File: config.mk
export PLATFORM = sky130hd
export DESIGN_NAME = conv1_top
export DESIGN_NICKNAME = d
export VERILOG_FILES = /design/src/design/conv1_pkg.sv /design/src/design/conv1_ifs.sv /design/src/design/conv1_filter_array.sv /design/src/design/conv1_line_buffer.sv /design/src/design/conv1_max_pool.sv /design/src/design/conv1_top.sv /design/src/design/conv1_weight_regs.sv
export SDC_FILE = /design/constraint.sdc
export NUM_CORES = 2
export LEC_CHECK = 0
export BUFFER_PORTS_ARGS = -buffer_cell sky130_fd_sc_hd__buf_2
export CELL_PAD_IN_SITES_DETAIL_PLACEMENT = 0
export CELL_PAD_IN_SITES_GLOBAL_PLACEMENT = 1
export CORE_MARGIN = 1
export CORE_UTILIZATION = 48
export CTS_BUF_LIST = sky130_fd_sc_hd__clkbuf_16
export DETAILED_ROUTE_END_ITERATION = 10
export PLACE_DENSITY_LB_ADDON = 0.15
export SKIP_CTS_REPAIR_TIMING = 1
export SLEW_MARGIN = 20
export SYNTH_ARGS = -nofsm -noshare
export SYNTH_HDL_FRONTEND = slang
export SYNTH_SLANG_ARGS = --single-unit
File: constraint.sdc
create_clock -name clk_i -period 7.8 [get_ports clk_i]
set_clock_uncertainty 0.2 [all_clocks]
set_input_delay 1.56 -clock clk_i [delete_from_list [all_inputs] [get_ports clk_i]]
set_output_delay 1.56 -clock clk_i [all_outputs]
set_load 0.03 [all_outputs]
File: src/design/conv1_pkg.sv
// conv1_pkg: frame, kernel and width constants plus pixel, weight, sum and activation types
`default_nettype none

package conv1_pkg;

    // input frame geometry, raster order
    localparam int FRAME_W = 8;
    localparam int FRAME_H = 8;

    // square kernel and filter count
    localparam int KERNEL   = 3;
    localparam int NUM_TAPS = KERNEL * KERNEL;
    localparam int NUM_FILT = 2;

    // valid convolution map, then stride-2 pooling
    localparam int CONV_W = FRAME_W - KERNEL + 1;
    localparam int POOL_W = CONV_W / 2;

    // datapath widths
    localparam int PIXEL_W  = 8;
    localparam int WEIGHT_W = 8;
    localparam int ADDR_W   = 5;
    localparam int COORD_W  = 3;
    // 9-bit pixel times 8-bit weight, plus 4 bits of growth over nine taps
    localparam int SUM_W    = 21;
    // rectified sum drops the sign bit
    localparam int ACT_W    = SUM_W - 1;

    // unsigned input pixel
    typedef logic [PIXEL_W-1:0] pixel_t;

    // signed kernel coefficient
    typedef logic signed [WEIGHT_W-1:0] weight_t;

    // filter * NUM_TAPS + tap, tap = row * KERNEL + col
    // row 0 / col 0 is the oldest pixel of the window
    typedef logic [ADDR_W-1:0] wght_addr_t;

    // row or column index, image or map
    typedef logic [COORD_W-1:0] coord_t;

    // signed accumulator, also holds single products
    typedef logic signed [SUM_W-1:0] sum_t;

    // activation after clamping negatives
    typedef logic [ACT_W-1:0] act_t;

endpackage

`default_nettype wire

File: src/design/conv1_ifs.sv
// window_if and act_if: window and activation streams with their src and dst modports
`default_nettype none

// 3x3 window from line buffer to filter array
interface window_if;

    // one-cycle strobe per complete window
    logic                                               win_valid;
    // tap order row-major, tap 0 oldest
    conv1_pkg::pixel_t [conv1_pkg::NUM_TAPS-1:0]        win_pixels;
    // map position of the window
    conv1_pkg::coord_t                                  win_row;
    conv1_pkg::coord_t                                  win_col;

    modport src (
        output win_valid,
        output win_pixels,
        output win_row,
        output win_col
    );

    modport dst (
        input  win_valid,
        input  win_pixels,
        input  win_row,
        input  win_col
    );

endinterface

// rectified activations from filter array to pool
interface act_if;

    logic                                               act_valid;
    // one activation per filter
    conv1_pkg::act_t [conv1_pkg::NUM_FILT-1:0]          act_data;
    conv1_pkg::coord_t                                  act_row;
    conv1_pkg::coord_t                                  act_col;

    modport src (
        output act_valid,
        output act_data,
        output act_row,
        output act_col
    );

    modport dst (
        input  act_valid,
        input  act_data,
        input  act_row,
        input  act_col
    );

endinterface

`default_nettype wire

File: src/design/conv1_filter_array.sv
// conv1_filter_array: two-stage multiply-accumulate for both filters with rectified output
`default_nettype none

module conv1_filter_array (
    input  logic                clk_i,
    input  logic                reset_i,
    input  conv1_pkg::weight_t [conv1_pkg::NUM_FILT-1:0][conv1_pkg::NUM_TAPS-1:0] weights_i,
    window_if.dst               win,
    act_if.src                  act
);

    // stage one, one product per tap and filter
    conv1_pkg::sum_t [conv1_pkg::NUM_FILT-1:0][conv1_pkg::NUM_TAPS-1:0] prod_q;
    logic                                                               valid_q;
    conv1_pkg::coord_t                                                  row_q;
    conv1_pkg::coord_t                                                  col_q;

    // stage two adder tree input
    conv1_pkg::sum_t [conv1_pkg::NUM_FILT-1:0]                          sum_c;

    // valid flag for stage one
    always_ff @(posedge clk_i) begin
        if (reset_i) begin
            valid_q <= 1'b0;
        end else begin
            valid_q <= win.win_valid;
        end
    end

    // products, pixel zero-extended so it stays positive
    always_ff @(posedge clk_i) begin
        if (win.win_valid) begin
            for (int f = 0; f < conv1_pkg::NUM_FILT; f++) begin
                for (int t = 0; t < conv1_pkg::NUM_TAPS; t++) begin
                    prod_q[f][t] <= conv1_pkg::sum_t'($signed({1'b0, win.win_pixels[t]})) *
                                    conv1_pkg::sum_t'(weights_i[f][t]);
                end
            end
            row_q <= win.win_row;
            col_q <= win.win_col;
        end
    end

    // nine-tap sum per filter
    // cannot overflow sum_t for 8-bit operands
    always_comb begin
        for (int f = 0; f < conv1_pkg::NUM_FILT; f++) begin
            sum_c[f] = '0;
            for (int t = 0; t < conv1_pkg::NUM_TAPS; t++) begin
                sum_c[f] = sum_c[f] + prod_q[f][t];
            end
        end
    end

    // valid flag for stage two
    always_ff @(posedge clk_i) begin
        if (reset_i) begin
            act.act_valid <= 1'b0;
        end else begin
            act.act_valid <= valid_q;
        end
    end

    // rectifier, negative sums go to zero
    always_ff @(posedge clk_i) begin
        if (valid_q) begin
            for (int f = 0; f < conv1_pkg::NUM_FILT; f++) begin
                if (sum_c[f] < 0) begin
                    act.act_data[f] <= '0;
                end else begin
                    act.act_data[f] <= conv1_pkg::act_t'(sum_c[f]);
                end
            end
            act.act_row <= row_q;
            act.act_col <= col_q;
        end
    end

endmodule

`default_nettype wire

File: src/design/conv1_line_buffer.sv
// conv1_line_buffer: raster position counters, two row delay lines and the 3x3 window
`default_nettype none

module conv1_line_buffer (
    input  logic                clk_i,
    input  logic                reset_i,
    input  logic                pixel_valid_i,
    input  conv1_pkg::pixel_t   pixel_i,
    input  logic                sof_i,
    window_if.src               win
);

    // position of the next pixel
    conv1_pkg::coord_t row_q;
    conv1_pkg::coord_t col_q;
    // position of the current pixel, sof forces (0,0)
    conv1_pkg::coord_t row_c;
    conv1_pkg::coord_t col_c;
    // window holds a full 3x3 block after this pixel
    logic              full_c;

    // row delay lines, one row apart
    conv1_pkg::pixel_t line1_q [conv1_pkg::FRAME_W];
    conv1_pkg::pixel_t line2_q [conv1_pkg::FRAME_W];

    always_comb begin
        row_c  = sof_i ? '0 : row_q;
        col_c  = sof_i ? '0 : col_q;
        full_c = (row_c >= conv1_pkg::coord_t'(conv1_pkg::KERNEL - 1)) &&
                 (col_c >= conv1_pkg::coord_t'(conv1_pkg::KERNEL - 1));
    end

    // raster counters, advance on strobes only
    always_ff @(posedge clk_i) begin
        if (reset_i) begin
            row_q         <= '0;
            col_q         <= '0;
            win.win_valid <= 1'b0;
        end else begin
            win.win_valid <= pixel_valid_i && full_c;
            if (pixel_valid_i) begin
                if (col_c == conv1_pkg::coord_t'(conv1_pkg::FRAME_W - 1)) begin
                    col_q <= '0;
                    // wrap at end of frame
                    if (row_c == conv1_pkg::coord_t'(conv1_pkg::FRAME_H - 1)) begin
                        row_q <= '0;
                    end else begin
                        row_q <= row_c + 1'b1;
                    end
                end else begin
                    col_q <= col_c + 1'b1;
                    row_q <= row_c;
                end
            end
        end
    end

    // delay lines and window shift together
    always_ff @(posedge clk_i) begin
        if (pixel_valid_i) begin
            line1_q[0] <= pixel_i;
            line2_q[0] <= line1_q[conv1_pkg::FRAME_W-1];
            for (int i = 1; i < conv1_pkg::FRAME_W; i++) begin
                line1_q[i] <= line1_q[i-1];
                line2_q[i] <= line2_q[i-1];
            end

            // older columns move left
            for (int r = 0; r < conv1_pkg::KERNEL; r++) begin
                for (int c = 0; c < conv1_pkg::KERNEL - 1; c++) begin
                    win.win_pixels[r*conv1_pkg::KERNEL+c] <=
                        win.win_pixels[r*conv1_pkg::KERNEL+c+1];
                end
            end

            // newest column enters on the right
            // top row is two rows back, bottom row is the live pixel
            win.win_pixels[conv1_pkg::KERNEL-1]   <= line2_q[conv1_pkg::FRAME_W-1];
            win.win_pixels[2*conv1_pkg::KERNEL-1] <= line1_q[conv1_pkg::FRAME_W-1];
            win.win_pixels[conv1_pkg::NUM_TAPS-1] <= pixel_i;

            // window's top-left corner as map position
            win.win_row <= row_c - conv1_pkg::coord_t'(conv1_pkg::KERNEL - 1);
            win.win_col <= col_c - conv1_pkg::coord_t'(conv1_pkg::KERNEL - 1);
        end
    end

endmodule

`default_nettype wire

File: src/design/conv1_max_pool.sv
// conv1_max_pool: 2x2 stride-2 max pool with a half-row buffer of partial maxima
`default_nettype none

module conv1_max_pool (
    input  logic                                        clk_i,
    input  logic                                        reset_i,
    act_if.dst                                          act,
    output logic                                        pool_valid_o,
    output conv1_pkg::act_t [conv1_pkg::NUM_FILT-1:0]   pool_data_o
);

    // first value of the current column pair
    conv1_pkg::act_t [conv1_pkg::NUM_FILT-1:0]  pair_q;
    // column-pair maxima of the last even row
    conv1_pkg::act_t [conv1_pkg::NUM_FILT-1:0]  half_q [conv1_pkg::POOL_W];

    // pooling window index along the row
    logic [$bits(conv1_pkg::coord_t)-2:0]       slot_c;
    logic                                       odd_row_c;
    logic                                       odd_col_c;

    function automatic conv1_pkg::act_t max2(
        input conv1_pkg::act_t a,
        input conv1_pkg::act_t b
    );
        return (a > b) ? a : b;
    endfunction

    always_comb begin
        slot_c    = act.act_col[$bits(conv1_pkg::coord_t)-1:1];
        odd_row_c = act.act_row[0];
        odd_col_c = act.act_col[0];
    end

    // strobe only when a 2x2 block closes
    always_ff @(posedge clk_i) begin
        if (reset_i) begin
            pool_valid_o <= 1'b0;
        end else begin
            pool_valid_o <= act.act_valid && odd_row_c && odd_col_c;
        end
    end

    always_ff @(posedge clk_i) begin
        if (act.act_valid) begin
            for (int f = 0; f < conv1_pkg::NUM_FILT; f++) begin
                if (!odd_col_c) begin
                    // left column, odd rows fold in the stored upper pair
                    if (odd_row_c) begin
                        pair_q[f] <= max2(half_q[slot_c][f], act.act_data[f]);
                    end else begin
                        pair_q[f] <= act.act_data[f];
                    end
                end else if (!odd_row_c) begin
                    // upper pair done, park it for the next row
                    half_q[slot_c][f] <= max2(pair_q[f], act.act_data[f]);
                end else begin
                    // last of four
                    pool_data_o[f] <= max2(pair_q[f], act.act_data[f]);
                end
            end
        end
    end

endmodule

`default_nettype wire

File: src/design/conv1_top.sv
// conv1_top: weight store, line buffer, filter array and max pool wired to plain ports
`default_nettype none

module conv1_top (
    input  logic                                        clk_i,
    input  logic                                        reset_i,

    // pixel stream, one pixel per strobe
    input  logic                                        pixel_valid_i,
    input  conv1_pkg::pixel_t                           pixel_i,
    input  logic                                        sof_i,

    // weight write port, used between frames only
    input  logic                                        wght_we_i,
    input  conv1_pkg::wght_addr_t                       wght_addr_i,
    input  conv1_pkg::weight_t                          wght_data_i,

    // pooled results, 9 per frame
    output logic                                        pool_valid_o,
    output conv1_pkg::act_t [conv1_pkg::NUM_FILT-1:0]   pool_data_o
);

    // kernels of both filters
    conv1_pkg::weight_t [conv1_pkg::NUM_FILT-1:0][conv1_pkg::NUM_TAPS-1:0] weights;

    // internal streams
    window_if win_bus ();
    act_if    act_bus ();

    conv1_weight_regs conv1_weight_regs_inst (
        .clk_i          (clk_i),
        .reset_i        (reset_i),
        .wght_we_i      (wght_we_i),
        .wght_addr_i    (wght_addr_i),
        .wght_data_i    (wght_data_i),
        .weights_o      (weights)
    );

    // pixel strobe -> window, 1 cycle
    conv1_line_buffer conv1_line_buffer_inst (
        .clk_i          (clk_i),
        .reset_i        (reset_i),
        .pixel_valid_i  (pixel_valid_i),
        .pixel_i        (pixel_i),
        .sof_i          (sof_i),
        .win            (win_bus.src)
    );

    // window -> activation, 2 cycles
    conv1_filter_array conv1_filter_array_inst (
        .clk_i          (clk_i),
        .reset_i        (reset_i),
        .weights_i      (weights),
        .win            (win_bus.dst),
        .act            (act_bus.src)
    );

    // activation -> pooled result, 1 cycle
    conv1_max_pool conv1_max_pool_inst (
        .clk_i          (clk_i),
        .reset_i        (reset_i),
        .act            (act_bus.dst),
        .pool_valid_o   (pool_valid_o),
        .pool_data_o    (pool_data_o)
    );

endmodule

`default_nettype wire

File: src/design/conv1_weight_regs.sv
// conv1_weight_regs: register file holding the kernels of both filters
`default_nettype none

module conv1_weight_regs (
    input  logic                                        clk_i,
    input  logic                                        reset_i,
    input  logic                                        wght_we_i,
    input  conv1_pkg::wght_addr_t                       wght_addr_i,
    input  conv1_pkg::weight_t                          wght_data_i,
    output conv1_pkg::weight_t [conv1_pkg::NUM_FILT-1:0][conv1_pkg::NUM_TAPS-1:0] weights_o
);

    // one-hot select of the addressed weight
    logic [conv1_pkg::NUM_FILT-1:0][conv1_pkg::NUM_TAPS-1:0] hit_c;

    // address decode, filter-major
    // addresses past the last tap match nothing
    always_comb begin
        for (int f = 0; f < conv1_pkg::NUM_FILT; f++) begin
            for (int t = 0; t < conv1_pkg::NUM_TAPS; t++) begin
                hit_c[f][t] = wght_we_i &&
                    (wght_addr_i == conv1_pkg::wght_addr_t'(f * conv1_pkg::NUM_TAPS + t));
            end
        end
    end

    // one weight replaced per strobe
    always_ff @(posedge clk_i) begin
        if (reset_i) begin
            weights_o <= '0;
        end else begin
            for (int f = 0; f < conv1_pkg::NUM_FILT; f++) begin
                for (int t = 0; t < conv1_pkg::NUM_TAPS; t++) begin
                    if (hit_c[f][t]) begin
                        weights_o[f][t] <= wght_data_i;
                    end
                end
            end
        end
    end

endmodule

`default_nettype wire

==> impl_metrics.json <==
{
  "ys.flop_type": "edfxtp_1",
  "slew_headroom": 0.242,
  "io_buffers": 66,
  "grt_usage": 0.250,
  "powerDensity_nw_per_um2": 125,
  "p_leak_nw": 39.8,
  "end_kind": "register",
  "drt_iter0_drc": 3047,
  "yosysTopAreaCell": "edfxtp_1",
  "synth_top_cell_area_share": 0.274,
  "place_congestion": 0.878,
  "timing.fmax_mhz": 179,
  "async_flop_share": 0,
  "path_class": "register to register",
  "fin_nets": 9180,
  "die_area_um2": 164000,
  "post_synth.cell_area_avg_um2": 10.7,
  "vias_per_cell": 5.19,
  "netlist_instances": 7311,
  "status": "complete, no violations",
  "ios": 67,
  "htree_levels": 3,
  "cap_violations": 0,
  "fin_cells": 9590,
  "synthTopCellsByCount": "inv_1, fa_1, ha_1",
  "synth_edf_count": 710,
  "synth_most_common_cell": "inv_1",
  "multi_input_area_um2": 47400,
  "core-area_um2": 161000,
  "drive_gt1_frac": 0.0539,
  "grt_remaining_overflow": 0,
  "drv_slew": 0,
  "grt_pass1_wl_um": 309000,
  "ant_nets": 0,
  "p_total_mw": 10.5,
  "fin_hold_ws_ns": 0.199,
  "start_util": 0.485,
  "clk_pin_slew_worst_paths_ns": 0.06,
  "yosysUniqueCellTypes": 64,
  "die_y_um": 405,
  "critPathArrivalTime_ns": 5.80,
  "tns_ns": 0,
  "die_x_um": 405,
  "routed_wirelength_um": 198000,
  "critPathMaxFanout": 20,
  "filler_cell_count": 14600,
  "yosysWarningCount": 0,
  "yosysSeqAreaShare": 0.314,
  "hold_violations": 0,
  "grt_pass1_vias": 52000,
  "clock_latency_ns": 0.73,
  "syn_area_um2": 77900,
  "antenna_found_initial": 17,
  "drc": 0,
  "seq_area_um2": 24500,
  "area_growth_pct": 7.97,
  "fin_crit_sh": 0.716,
  "worst_pin_slew_ns": 1.14,
  "period_minus_slack_ns": 5.58,
  "grt_max_degree": 160,
  "rrSetupSlack_ns": 2.22,
  "vias": 49800,
  "cts_buffers": 100,
  "peakVddDrop_mv": 0.154,
  "ys_top_cells_by_area": "edfxtp_1, fa_1, ha_1",
  "start_kind": "register",
  "cts.sink_count": 866,
  "place_inst": 9401,
  "place_hpwl_um": 154000,
  "clockRootBuffer": "clkbuf_16",
  "setup-violations-final": 0,
  "critPathRequiredTime_ns": 8.02,
  "min_path_type": "register to register",
  "post_drt_wl_per_cell_um": 20.7,
  "cts.path.max_buffers": 3,
  "rsz0062_at_grt": "no",
  "final_cell_area_um2": 84100,
  "row_count": 147,
  "drt-pass1-iter-count": 6,
  "cts_tree": "yes",
  "synth_nets": 9148,
  "ys_ff_latch": 866,
  "dpl-instance-area_um2": 80700
}
## power by group
group          total (mW)  switching [mW]  internal, mW
Combinational       0.338           0.231         0.106
Clock                4.97            2.06          2.92
Sequential           5.17           0.153          5.02
Total                10.5            2.44          8.04
## per-layer routing
layer,vias to the layer above,part of all wire,track usage,wire length [µm]
met2,923,0.47,0.416,93900
met3,215,0.048,0.0293,9490
met1,25100,0.45,0.345,89500
met5,-,0.00016,0,32
li1,23500,-,-,-
met4,6,0.027,0.0686,5360
## critical path: stages, from the launching register on
cell      delay, ns
edfxtp_1       0.40
fa_1           0.57
fa_1           0.44
fa_1           0.54
inv_1          0.05
fa_1           0.50
inv_1          0.05
ha_1           0.22
fa_1           0.49
a21oi_1        0.20
o21ai_1        0.15
a41o_1         0.28
a211oi_2       0.28
o21ai_1        0.15
xnor2_2        0.65
nor2_1         0.13
## layout by cell type (no fill, tap or decap), types with 80 or more instances in the layout
cell type / Yosys / layout
inv_1: 1452 / 1473
fa_1: 910 / 910
ha_1: 901 / 901
edfxtp_1: 710 / 710
nand2_1: 608 / 608
and2_1: 591 / 591
nor2_1: 366 / 364
a21oi_1: 245 / 245
xnor2_1: 179 / 178
mux2i_1: 165 / 165
dfxtp_1: 156 / 152
o21ai_0: 122 / 122
nand2b_1: 112 / 112
clkbuf_16: 0 / 102
mux2_2: 80 / 80
## metrics by stage
step	util	setup slack, ns
floorplan	-	2.35
global placement	0.502	2.26
detailed placement	0.502	2.19
CTS	0.523	2.17
global route	0.523	1.92
finish	0.523	2.22
## flip-flops by register name (all words and copies together), names as in the netlist, 40 cells and up, named ones only
signal and cells:
conv1_weight_regs_inst.weights_o 144, conv1_filter_array_inst.act.act_data 40, conv1_max_pool_inst.pair_q 40, conv1_filter_array_inst.prod_q 306, conv1_line_buffer_inst.line2_q 64, conv1_max_pool_inst.half_q 120
conv1_line_buffer_inst.line1_q 43, conv1_max_pool_inst.pool_data_o 40, conv1_line_buffer_inst.win.win_pixels 45
## logic make-up after synthesis
| kind of cell | synth area share |
|---|---|
| simple gates | 0.124 |
| fa+ha+maj | 0.379 |
| buf+inv | 0.0789 |
| flops | 0.314 |
| compound gates | 0.0487 |
| mux | 0.0328 |
| xor+xnor | 0.0238 |
## final timing paths
kind / to / cells past startpoint / startpoint
setup / recovery: conv1_filter_array_inst.act.act_data[15]$_SDFFCE_PP0P_ / 15 / conv1_filter_array_inst.prod_q[128]$_DFFE_PP_
setup reg to reg: conv1_filter_array_inst.act.act_data[15]$_SDFFCE_PP0P_ / 15 / conv1_filter_array_inst.prod_q[128]$_DFFE_PP_
hold / removal: conv1_line_buffer_inst.win.win_pixels[18]$_DFFE_PP_ / 0 / conv1_line_buffer_inst.line2_q[7][2]$_DFFE_PP_
hold reg to reg: conv1_line_buffer_inst.win.win_pixels[18]$_DFFE_PP_ / 0 / conv1_line_buffer_inst.line2_q[7][2]$_DFFE_PP_
## layout make-up
cell class / instances / share of cell area
Tap cell: 2160 / 0.0321
Clock buffer: 102 / 0.0303
Antenna cell: 2 / 0.0000595
Sequential cell: 866 / 0.291
Inverter: 1452 / 0.0648
Multi-Input combinational cell: 4813 / 0.563
Timing Repair Buffer: 110 / 0.00820
Clock inverter: 85 / 0.0105
Power figures use the tool's default switching activity.
